===== src/hdl/core_config.svh =====
`ifndef CORE_CONFIG_SVH
`define CORE_CONFIG_SVH

// ~~~~~~~~~~~~~~~~~~~~~~~~~~~~~~
// Core configuration
// ~~~~~~~~~~~~~~~~~~~~~~~~~~~~~~

// Address of the first instruction fetch.
`define RESET_PC 32'h8000_0000

// Entries in the fetch-to-execute instruction queue.
`define QUEUE_DEPTH 4

// Architectural registers of RV32E.
`define REG_COUNT 16

`endif

===== src/hdl/bus_pkg.sv =====
`default_nettype none

package bus_pkg;

	typedef enum logic [1:0] {
		RESP_OKAY   = 2'b00,
		RESP_EXOKAY = 2'b01,
		RESP_SLVERR = 2'b10,
		RESP_DECERR = 2'b11
	} resp_e;

	typedef enum logic [1:0] {
		FETCH_IDLE = 2'd0,  // Only after reset.
		FETCH_ADDR = 2'd1,  // AR channel request.
		FETCH_DATA = 2'd2,  // Waiting on R channel.
		FETCH_PUSH = 2'd3   // Word held for the queue.
	} fetch_state_e;

endpackage

`default_nettype wire


===== src/hdl/isa_pkg.sv =====
`default_nettype none

package isa_pkg;

	// ~~~~~~~~~~~~~~~~~~~~~~~~~~~~~~
	// Major opcodes
	// ~~~~~~~~~~~~~~~~~~~~~~~~~~~~~~

	typedef enum logic [6:0] {
		OPC_LUI    = 7'b0110111,  // Load upper immediate.
		OPC_OP_IMM = 7'b0010011,  // Register-immediate ALU.
		OPC_OP     = 7'b0110011   // Register-register ALU.
	} opcode_e;

	// ~~~~~~~~~~~~~~~~~~~~~~~~~~~~~~
	// ALU operations
	// ~~~~~~~~~~~~~~~~~~~~~~~~~~~~~~

	typedef enum logic [2:0] {
		ALU_ADD = 3'd0,
		ALU_SUB = 3'd1,
		ALU_SLT = 3'd2,  // Signed compare.
		ALU_XOR = 3'd3,
		ALU_OR  = 3'd4,
		ALU_AND = 3'd5
	} alu_op_e;

endpackage

`default_nettype wire


===== src/hdl/rv_core.sv =====
`timescale 1ns/1ps
`default_nettype none

module rv_core (
	input  logic           clock,
	input  logic           arst_n,
	output logic           arvalid,
	output logic [31:0]    araddr,
	input  logic           arready,
	input  logic           rvalid,
	input  logic [31:0]    rdata,
	input  bus_pkg::resp_e rresp,
	output logic           rready,
	output logic           retire_valid,
	output logic [3:0]     retire_rd,
	output logic [31:0]    retire_data,
	output logic           fault
);
	logic        push_valid;
	logic [31:0] push_inst;
	logic        push_err;
	logic        push_ready;
	logic        pop_valid;
	logic [31:0] pop_inst;
	logic        pop_err;
	logic        pop_ready;

	fetch_unit u_fetch (
		.clock      (clock),
		.arst_n     (arst_n),
		.arvalid    (arvalid),
		.araddr     (araddr),
		.rready     (rready),
		.arready    (arready),
		.rvalid     (rvalid),
		.rdata      (rdata),
		.rresp      (rresp),
		.push_valid (push_valid),
		.push_inst  (push_inst),
		.push_err   (push_err),
		.push_ready (push_ready)
	);

	inst_queue u_queue (
		.clock      (clock),
		.arst_n     (arst_n),
		.push_valid (push_valid),
		.push_inst  (push_inst),
		.push_err   (push_err),
		.push_ready (push_ready),
		.pop_valid  (pop_valid),
		.pop_inst   (pop_inst),
		.pop_err    (pop_err),
		.pop_ready  (pop_ready)
	);

	exec_unit u_exec (
		.clock        (clock),
		.arst_n       (arst_n),
		.pop_valid    (pop_valid),
		.pop_inst     (pop_inst),
		.pop_err      (pop_err),
		.pop_ready    (pop_ready),
		.retire_valid (retire_valid),
		.retire_rd    (retire_rd),
		.retire_data  (retire_data),
		.fault        (fault)
	);

endmodule

`default_nettype wire


===== src/hdl/exec_unit.sv =====
`timescale 1ns/1ps
`default_nettype none
`include "core_config.svh"

module exec_unit (
	input  logic        clock,
	input  logic        arst_n,
	input  logic        pop_valid,
	input  logic [31:0] pop_inst,
	input  logic        pop_err,
	output logic        pop_ready,
	output logic        retire_valid,
	output logic [3:0]  retire_rd,
	output logic [31:0] retire_data,
	output logic        fault
);
	import isa_pkg::*;

	localparam int REGS = `REG_COUNT;

	logic [31:0] regs [REGS];
	opcode_e     opcode;
	alu_op_e     alu_op;
	logic [4:0]  rd;
	logic [4:0]  rs1;
	logic [4:0]  rs2;
	logic [2:0]  funct3;
	logic        funct7_5;
	logic [5:0]  funct7_rest;
	logic [31:0] imm_i;
	logic [31:0] imm_u;
	logic [31:0] op_a;
	logic [31:0] op_b;
	logic [31:0] alu_res;
	logic [31:0] result;
	logic        legal;
	logic        inst_ok;
	logic        fire;

	// ~~~~~~~~~~~~~~~~~~~~~~~~~~~~~~
	// Decode
	// ~~~~~~~~~~~~~~~~~~~~~~~~~~~~~~

	assign opcode      = opcode_e'(pop_inst[6:0]);
	assign rd          = pop_inst[11:7];
	assign funct3      = pop_inst[14:12];
	assign rs1         = pop_inst[19:15];
	assign rs2         = pop_inst[24:20];
	assign funct7_5    = pop_inst[30];
	assign funct7_rest = {pop_inst[31], pop_inst[29:25]};
	assign imm_i       = {{20{pop_inst[31]}}, pop_inst[31:20]};
	assign imm_u       = {pop_inst[31:12], 12'b0};

	always_comb begin
		alu_op = ALU_ADD;
		legal  = 1'b0;
		case (opcode)
			OPC_LUI: legal = ~rd[4];
			OPC_OP_IMM, OPC_OP: begin
				legal = ~rd[4] & ~rs1[4];
				case (funct3)
					3'b000: alu_op = (opcode == OPC_OP && funct7_5) ? ALU_SUB : ALU_ADD;
					3'b010: alu_op = ALU_SLT;
					3'b100: alu_op = ALU_XOR;
					3'b110: alu_op = ALU_OR;
					3'b111: alu_op = ALU_AND;
					default: legal = 1'b0;
				endcase
				// Register form, funct7 is zero except bit 5 on SUB.
				if (opcode == OPC_OP)
					legal = legal & ~rs2[4] & (funct7_rest == '0) &
						(~funct7_5 | (funct3 == 3'b000));
			end
			default: legal = 1'b0;
		endcase
	end

	// ~~~~~~~~~~~~~~~~~~~~~~~~~~~~~~
	// Execute
	// ~~~~~~~~~~~~~~~~~~~~~~~~~~~~~~

	assign op_a = regs[rs1[3:0]];
	assign op_b = (opcode == OPC_OP) ? regs[rs2[3:0]] : imm_i;

	always_comb begin
		case (alu_op)
			ALU_ADD: alu_res = op_a + op_b;
			ALU_SUB: alu_res = op_a - op_b;
			ALU_SLT: alu_res = {31'b0, $signed(op_a) < $signed(op_b)};
			ALU_XOR: alu_res = op_a ^ op_b;
			ALU_OR:  alu_res = op_a | op_b;
			ALU_AND: alu_res = op_a & op_b;
			default: alu_res = '0;
		endcase
	end

	assign result    = (opcode == OPC_LUI) ? imm_u : alu_res;
	assign inst_ok   = legal & ~pop_err;
	assign pop_ready = ~fault;  // Core stops for good on a fault.
	assign fire      = pop_valid & pop_ready;

	// ~~~~~~~~~~~~~~~~~~~~~~~~~~~~~~
	// Writeback and retire
	// ~~~~~~~~~~~~~~~~~~~~~~~~~~~~~~

	always_ff @(posedge clock or negedge arst_n) begin
		if (!arst_n) begin
			for (int i = 0; i < REGS; i++)
				regs[i] <= '0;
			retire_valid <= 1'b0;
			fault        <= 1'b0;
		end else begin
			retire_valid <= fire && inst_ok;
			if (fire && inst_ok && rd[3:0] != 4'd0)
				regs[rd[3:0]] <= result;  // x0 stays zero.
			if (fire && !inst_ok)
				fault <= 1'b1;
		end
	end

	always_ff @(posedge clock) begin
		if (fire && inst_ok) begin
			retire_rd   <= rd[3:0];
			retire_data <= (rd[3:0] == 4'd0) ? '0 : result;
		end
	end

	no_retire_after_fault: assert property (
		@(posedge clock) disable iff (!arst_n)
		fault |=> !retire_valid
	);

endmodule

`default_nettype wire


===== src/hdl/inst_queue.sv =====
`timescale 1ns/1ps
`default_nettype none
`include "core_config.svh"

module inst_queue (
	input  logic        clock,
	input  logic        arst_n,
	input  logic        push_valid,
	input  logic [31:0] push_inst,
	input  logic        push_err,
	output logic        push_ready,
	output logic        pop_valid,
	output logic [31:0] pop_inst,
	output logic        pop_err,
	input  logic        pop_ready
);
	localparam int DEPTH = `QUEUE_DEPTH;
	localparam int PTR_W = $clog2(DEPTH);
	localparam int CNT_W = $clog2(DEPTH + 1);

	logic [31:0]      inst_mem [DEPTH];
	logic             err_mem  [DEPTH];
	logic [PTR_W-1:0] wr_ptr;
	logic [PTR_W-1:0] rd_ptr;
	logic [CNT_W-1:0] count;
	logic             do_push;
	logic             do_pop;

	assign push_ready = (count != CNT_W'(DEPTH));
	assign pop_valid  = (count != '0);
	assign do_push    = push_valid && push_ready;
	assign do_pop     = pop_valid && pop_ready;
	assign pop_inst   = inst_mem[rd_ptr];
	assign pop_err    = err_mem[rd_ptr];

	always_ff @(posedge clock) begin
		if (do_push) begin
			inst_mem[wr_ptr] <= push_inst;
			err_mem[wr_ptr]  <= push_err;
		end
	end

	always_ff @(posedge clock or negedge arst_n) begin
		if (!arst_n) begin
			wr_ptr <= '0;
			rd_ptr <= '0;
			count  <= '0;
		end else begin
			if (do_push)
				wr_ptr <= (wr_ptr == PTR_W'(DEPTH - 1)) ? '0 : wr_ptr + 1'b1;
			if (do_pop)
				rd_ptr <= (rd_ptr == PTR_W'(DEPTH - 1)) ? '0 : rd_ptr + 1'b1;
			if (do_push && !do_pop)
				count <= count + 1'b1;
			else if (do_pop && !do_push)
				count <= count - 1'b1;
		end
	end

	occupancy_bound: assert property (
		@(posedge clock) disable iff (!arst_n)
		count <= CNT_W'(DEPTH)
	);

endmodule

`default_nettype wire


===== src/hdl/fetch_unit.sv =====
`timescale 1ns/1ps
`default_nettype none
`include "core_config.svh"

module fetch_unit (
	input  logic           clock,
	input  logic           arst_n,
	output logic           arvalid,
	output logic [31:0]    araddr,
	output logic           rready,
	input  logic           arready,
	input  logic           rvalid,
	input  logic [31:0]    rdata,
	input  bus_pkg::resp_e rresp,
	output logic           push_valid,
	output logic [31:0]    push_inst,
	output logic           push_err,
	input  logic           push_ready
);
	import bus_pkg::*;

	fetch_state_e state;
	fetch_state_e state_next;
	logic [31:0]  pc;

	// ~~~~~~~~~~~~~~~~~~~~~~~~~~~~~~
	// Fetch FSM
	// ~~~~~~~~~~~~~~~~~~~~~~~~~~~~~~

	always_comb begin
		state_next = state;
		case (state)
			FETCH_IDLE: state_next = FETCH_ADDR;
			FETCH_ADDR: begin
				if (arready)
					state_next = FETCH_DATA;
			end
			FETCH_DATA: begin
				if (rvalid)
					state_next = FETCH_PUSH;
			end
			FETCH_PUSH: begin
				if (push_ready)
					state_next = FETCH_ADDR;  // Next word only after the queue took this one.
			end
		endcase
	end

	always_ff @(posedge clock or negedge arst_n) begin
		if (!arst_n) begin
			state <= FETCH_IDLE;
			pc    <= `RESET_PC;
		end else begin
			state <= state_next;
			if (arvalid && arready)
				pc <= pc + 32'd4;  // Sequential fetch only.
		end
	end

	// Captured read word and its response.
	always_ff @(posedge clock) begin
		if (rvalid && rready) begin
			push_inst <= rdata;
			push_err  <= (rresp != RESP_OKAY);
		end
	end

	assign arvalid    = (state == FETCH_ADDR);
	assign araddr     = pc;
	assign rready     = (state == FETCH_DATA);  // Full queue backs up onto the bus.
	assign push_valid = (state == FETCH_PUSH);

	// ~~~~~~~~~~~~~~~~~~~~~~~~~~~~~~
	// Checks
	// ~~~~~~~~~~~~~~~~~~~~~~~~~~~~~~

	// A pending read address holds until the slave takes it.
	ar_stable: assert property (
		@(posedge clock) disable iff (!arst_n)
		arvalid && !arready |=> arvalid && $stable(araddr)
	);

endmodule

`default_nettype wire


===== config.mk =====
export PLATFORM = sky130hd
export DESIGN_NAME = rv_core
export DESIGN_NICKNAME = d
export VERILOG_FILES = /design/src/hdl/bus_pkg.sv /design/src/hdl/isa_pkg.sv /design/src/hdl/rv_core.sv /design/src/hdl/exec_unit.sv /design/src/hdl/inst_queue.sv /design/src/hdl/fetch_unit.sv
export VERILOG_INCLUDE_DIRS = /design/src /design/src/hdl
export SDC_FILE = /design/constraint.sdc
export NUM_CORES = 2
export LEC_CHECK = 0
export BUFFER_PORTS_ARGS = -buffer_cell sky130_fd_sc_hd__buf_2
export CORE_MARGIN = 2
export CORE_UTILIZATION = 63
export CTS_CLUSTER_SIZE = 40
export DETAILED_ROUTE_END_ITERATION = 7
export MAX_ROUTING_LAYER = met4
export PLACE_DENSITY = 0.8
export SLEW_MARGIN = 20
export SYNTH_ARGS = -nofsm -noshare
export SYNTH_HDL_FRONTEND = slang
export SYNTH_SLANG_ARGS = --single-unit

===== constraint.sdc =====
create_clock -name clock -period 8.4 [get_ports clock]
set_clock_uncertainty 0.15 [all_clocks]
set_input_delay 1.68 -clock clock [delete_from_list [all_inputs] [get_ports clock]]
set_output_delay 1.68 -clock clock [all_outputs]
set_load 0.02 [all_outputs]

# ---- Word level (Yosys, flattened, before mapping)
# Memories as Yosys holds them, arrays and structs flattened.
# Index checks and enable logic that the tools add are counted.
dict set report classes {
  n_reduce_logical 26
  eq_ne 21
  bitwise_logic 19
  mux 29
  add_sub_neg 7
  n_lt_le_gt_ge 5
}
# cell n
set op_table {}
lappend op_table {{$bwmux W512} 1}
lappend op_table {{$bmux W32 S4} 2}
lappend op_table {{$mux W32} 7}
lappend op_table {{$pmux W32 S6} 1}
lappend op_table {{$demux W32 S4} 1}
lappend op_table {{$add A32 B3 Y32 const B} 1}
lappend op_table {{$add A32 B32 Y32} 1}
lappend op_table {{$and A32 B32 Y32} 1}
lappend op_table {{$lt A32 B32 Y1} 1}
lappend op_table {{$or A32 B32 Y32} 1}
lappend op_table {{$sub A32 B32 Y32} 1}
lappend op_table {{$xor A32 B32 Y32} 1}
lappend op_table {{$eq A3 B3 Y1 const B} 5}
lappend op_table {{$ge A5 B5 Y1 const B} 3}
lappend op_table {{$not A4 Y5} 3}
lappend op_table {{$pmux W3 S5} 1}
lappend op_table {{$eq A7 B6 Y1 const B} 2}
lappend op_table {{$logic_and A1 B1 Y1} 11}
lappend op_table {{$mux W2} 5}
lappend op_table {{$eq A3 B2 Y1 const B} 3}
lappend op_table {{$mux W3} 3}
lappend op_table {{$eq A2 B2 Y1 const B} 4}
lappend op_table {{$pmux W2 S4} 1}
lappend op_table {{$eq A7 B5 Y1 const B} 1}
lappend op_table {{24 further kinds} 46}
dict set report totals {
  ramBits 132
  register_bits 624
  mem_count 2
  inputBits 38
  elab_cells 136
}
# name words word_bits read_ports rd_clocked_by_memory_dff write_ports line_no
set mem_list {}
lappend mem_list {u_queue.inst_mem 4 32 1 0 1 inst_queue.sv:21} ;# logic [31:0] inst_mem [DEPTH];
lappend mem_list {u_queue.err_mem 4 1 1 0 1 inst_queue.sv:22} ;# logic err_mem [DEPTH];

# ---- Longest topological paths before layout
# An unclocked memory read counts as a cell.
dict set report logic_depth {
  word_depth 13
  mapped_depth 26
  depth_no_buf 18
}

# ---- Hierarchy
# From an unflattened synthesis, not the netlist that was laid out.
dict set report hier_totals {
  cells_unflattened 3588
  area_unflattened_um2 41454.8
}
# module area_each_um2 n_inst seq_area_each_um2 cells_each
set modules_own_cells {}
lappend modules_own_cells {exec_unit 33691.1 1 13943.4 3199}
lappend modules_own_cells {inst_queue 5196.2 1 4139.0 209}
lappend modules_own_cells {fetch_unit 2567.5 1 1793.0 180}

# ---- Least setup slack after synthesis
# No wires, ideal clock.
dict set report synth_timing {
  path_kind {reg2reg}
  startpoint {register u_queue.rd_ptr[0]}
  endpoint {register u_exec.retire_data[26] (data pin)}
  arrival_ps 5426
  setup_ps 292
  synth_period_minus_slack_ps 5868
  n_path_buf 5
  required_time_ps 7958
  path_stages_with_launch 22
  path_slack_ps 2532
  cell_sequence {dfrtp_1 -> buf_6 -> buf_6 -> buf_4 -> buf_2 -> mux4_2 -> buf_2 -> mux4_2 -> mux4_2 -> nand2_1 -> nand2_1 -> ha_1 -> fa_1 -> nor3_1 -> o31ai_1 -> o211ai_1 -> nand3_1 -> a21o_1 -> o21ai_1 -> a2111oi_0 -> a2111oi_2 -> a211oi_1}
}
dict set report synth_between {
  elab_chain_len 9
  elab_cells_between_ends 37
  cone_classes {add/sub: 2; eq/ne: 12; mux: 12; bitwise: 5; reduce/logical: 5; memory: 1}
}
# item line_no
set synth_lines {}
lappend synth_lines {{start: declaration} inst_queue.sv:24} ;# logic [PTR_W-1:0] rd_ptr;
lappend synth_lines {{start signal: assignment} inst_queue.sv:52} ;# rd_ptr <= (rd_ptr == PTR_W'(DEPTH - 1)) ? '0 : rd_ptr + 1'b1;
lappend synth_lines {{$mem_v2 Z4 W32 (*)} n/a}
lappend synth_lines {{$not A4 Y5 (not written as such) / $eq A7 B6 Y1 (equally long branches)} {exec_unit.sv:83, exec_unit.sv:57, exec_unit.sv:62}}
lappend synth_lines {{$bmux W32 S4 / $logic_and A1 B1 Y1 (equally long branches)} {exec_unit.sv:83, exec_unit.sv:62}}
lappend synth_lines {{$mux W32 (not written as such) / $mux W1 (equally long branches)} {exec_unit.sv:83, exec_unit.sv:62}}
lappend synth_lines {{$mux W32 (not written as such) / $pmux W3 S5 (equally long branches)} {exec_unit.sv:83, exec_unit.sv:61}}
lappend synth_lines {{$mux W32 / $mux W3 (equally long branches)} {exec_unit.sv:83, exec_unit.sv:57}}
lappend synth_lines {{$sub A32 B32 Y32, or another cell as far along} exec_unit.sv:88} ;# ALU_SUB: alu_res = op_a - op_b;
lappend synth_lines {{$pmux W32 S6} exec_unit.sv:86} ;# case (alu_op)
lappend synth_lines {{$mux W32} exec_unit.sv:97} ;# assign result = (opcode == OPC_LUI) ? imm_u : alu_res;
lappend synth_lines {{end signal: assignment} exec_unit.sv:124} ;# retire_data <= (rd[3:0] == 4'd0) ? '0 : result;
lappend synth_lines {{end: declaration} exec_unit.sv:14} ;# output logic [31:0] retire_data,
# Every way passes the cells marked *; elsewhere a longest branch is shown, timed or not. The select of a mux whose other input is x is not followed.
# A chain may end at the register's enable or synchronous reset.

# ---- Final worst setup path
dict set report layout_timing {
  startpoint {register u_queue.rd_ptr[1]}
  endpoint {register u_exec.retire_data[27] (data pin)}
}
# Same word-level chain as after synthesis.

==> metrics.txt <==
number of synthesized flops with an enable pin=between 200 and 250; row cnt=between 90 and 100; antenna violations before repair=1; Placer Congestion=around 1; core area=roughly 0.066 sq mm; Post-CTS Resized=0; Routed wire per std cell=26.4 um; DRC viols=0; Reg clk slew, reported paths=0.06 ns; synthesized area=about 0.042 sq mm; final setup margin=around 0.7 ns; total wire length=~120000 um; Final Util=around 69%; Nets=just under 4000; Placed Area=0.0426 sq mm; Crit-path slowest cell=nor2_2; clock tree buffer depth=3; power density over the cells=between 200 and 300 mW/mm^2; Total GRT Usage=a little under two fifths; most used cell, CP=nand2_1; post-synth top area cell=dfrtp_1; Synthesis Warnings=0; Sink Count=between 700 and 800; CP Class=flop to flop; final setup violation count=0; sequential share of the synthesized area=47.2%; die height=between 200 and 300 um; Seq cells post-synth=between 700 and 800; Post-Synthesis Mean Instance Area=11.0 sq um; Initial DRC Count=around 4000; worst path arrival time=just under 8 ns; initial core utilization=about 64%; DIE AREA=0.0689 sq mm; # IOs=110; Period minus WS final=about 7.7 ns; Num CTS Buffers=just under 80; H-tree depth=3; Yosys top cell area share=between 30 and 40%; vias per cell=6.89; Req. time, crit path=between 8 and 9 ns; crit share post-route=between 90% and 100%; post-CTS setup buffer count=0; root buffer cell=clkbuf_16; fill count=around 4600; Worst path max stage delay=between 0.9 and 1 ns; Detail Placement HPWL=76000 um; Die X=roughly 260 um; vias in the first global route=32300; pre-CTS worst setup slack=around 1.0 ns; most frequent cell after synthesis=nand2_1; Slew @ Worst Pin=~1.1 ns; Mapped Cells=around 3800; most frequent cells after synthesis=nand2_1 (709), dfrtp_1 (552), o21ai_0 (342), mux4_2 (281), edfxtp_1 (201); CTS tree=built; max cap viols=0; ranking of synthesized cells by area=dfrtp_1 (33%), mux4_2 (15%), edfxtp_1 (14%); RSZ-0062 raised after global routing=no; Port Buffers=107; Async S/R FF share, synth=about three quarters; Routed Antenna Nets=0; Worst setup SP type=flop; area grow syn2layout=7.78%; crit path cell chain=buf_4 > mux2i_1 > nand2b_1 > o22ai_2 > nand2_1 > nor2_2 > nand3_1 > and3_1 > ha_1 > nand2_1 > o21ai_0 > a221oi_1 > o2111ai_1 > a21boi_0 > nor2_1 > a211o_1 > a21oi_2 > nor3_1; Post-CTS Hold Buffers=0; router iterations before antenna repair=6; Distinct cells, synth=98; clk_lat worst skew=0.69 ns; crit-path max FO=21; max-slew violations=0; Leak=around 19 nW; Slew HR=a little under a quarter; setup TNS=0 ns; layout cell share with drive strength beyond 1=between 15 and 20%; predominant post-synthesis flop cell=dfrtp_1; GR Overflow Total=0; first-pass GRT wire length=~190000 um; worst vdd ir=roughly 300 uV; post-route cell area=0.0454 sq mm; critical path endpoint category=flop; largest net degree at the start of global routing=172; Vias=about 32000; Fin. Hold Viols=0; Highest Clock Rate=~130 MHz; HP Class=flop to flop; outcome=finished, final reports clean
-- where the power goes --
group          switching (W)  total [W]  internal (W)
clock network        0.00155    0.00363       0.00208
logic                0.00317    0.00460       0.00143
registers           0.000110    0.00414       0.00403
total                0.00484     0.0124       0.00754
-- worst max-delay path, delay by kind of cell (launching register included) --
family          cells  cell delay [ns]
simple gates        8             2.47
fa+ha+maj           1             0.49
buf+inv             1             0.42
compound gates      7             2.76
flops               1             0.76
mux                 1             0.34
-- kinds of logic after synthesis --
| logic type | after synthesis | synth area share (%) |
|---|---|---|
| AOI/OAI and AO/OA | 919 | 13.4 |
| xor gates and xnor gates | 37 | 0.769 |
| adders and majority gates | 114 | 3.44 |
| buffers and inverters | 453 | 5.17 |
| DFF | 754 | 47.2 |
| muxes | 388 | 17.6 |
| other | 1 | 0.00890 |
| and+or+nand+nor | 1147 | 12.4 |
-- flip-flops by register name (all words and copies together) (netlist names) --
name	cells
u_queue.inst_mem	128
u_fetch.push_err	1
u_fetch.araddr	30
u_exec.regs	512
u_queue.err_mem	4
u_queue.count	3
u_exec.retire_valid	1
u_fetch.state	2
u_fetch.push_inst	32
u_exec.fault	1
u_queue.wr_ptr	2
u_exec.retire_rd	4
u_queue.rd_ptr	2
u_exec.retire_data	32
-- per-stage QoR --
stage	total power, W	hold WS, ns	cells
3_3_place_gp	0.00862	0.227	4521
4_1_cts	0.0123	0.247	4666
6_report	0.0124	0.243	4668
5_1_grt	0.0128	0.259	4668
2_1_floorplan	0.00742	0.291	3814
3_5_place_dp	0.00868	0.233	4521
-- layout by cell type, fill, tap and decap left out, types with 21 or more instances in the layout --
master | netlist | layout
a21o_1 | 24 | 24
a31oi_1 | 39 | 39
nor3_1 | 37 | 35
nand3_1 | 97 | 97
and3_1 | 36 | 36
and2_1 | 25 | 25
inv_1 | 117 | 115
o31ai_1 | 94 | 93
o21ai_1 | 120 | 119
mux4_2 | 281 | 275
clkbuf_1 | 168 | 24
o21ai_0 | 342 | 341
dfrtp_1 | 552 | 551
a21oi_1 | 111 | 111
mux2i_1 | 102 | 102
xnor2_1 | 26 | 26
clkbuf_16 | 0 | 78
nand2_1 | 709 | 705
buf_4 | 13 | 65
nor2b_1 | 21 | 21
ha_1 | 111 | 111
o211ai_1 | 35 | 35
nor2_1 | 98 | 93
buf_2 | 80 | 106
edfxtp_1 | 201 | 201
-- path summary, 6_finish.rpt --
| path | to | startpoint | depth (start not counted) | slack [ns] |
|---|---|---|---|---|
| max | u_exec.retire_data[27]$_SDFFCE_PP0P_ | u_queue.rd_ptr[1]$_DFFE_PN0P_ | 18 | 0.70 |
| min | u_exec.regs[511]$_DFFE_PN0P_ | u_exec.regs[511]$_DFFE_PN0P_ | 0 | 0.24 |
| max reg2reg | u_exec.retire_data[27]$_SDFFCE_PP0P_ | u_queue.rd_ptr[1]$_DFFE_PN0P_ | 18 | 0.70 |
| min reg2reg | u_exec.regs[511]$_DFFE_PN0P_ | u_exec.regs[511]$_DFFE_PN0P_ | 0 | 0.24 |
| max in group asynchronous | u_exec.regs[160]$_DFFE_PN0P_ | arst_n | 2 | 5.59 |
| min in group asynchronous | u_exec.regs[146]$_DFFE_PN0P_ | arst_n | 1 | 0.94 |
-- routing by layer --
metal | vias up | global-route usage (%) | share of wire (%)
li1 | 13800 | - | -
met1 | 16000 | 47.5 | 37
met2 | 1909 | 56.5 | 47
met3 | 454 | 7.41 | 10
met4 | 0 | 20.1 | 5.9
met5 | - | - | 0
-- area by class of cell --
| type | instances | area, sq um | area share [%] |
|---|---|---|---|
| inverters | 120 | 453 | 0.998 |
| clock inverters | 31 | 514 | 1.13 |
| flip-flops and latches | 754 | 19900 | 43.8 |
| diodes | 2 | 5.00 | 0.0110 |
| well taps | 864 | 1080 | 2.38 |
| repair buffers | 176 | 1110 | 2.45 |
| clock buffers | 114 | 2210 | 4.86 |
| multi-input cells | 2607 | 20100 | 44.4 |
No activity file was read; power rests on OpenSTA's default activity.
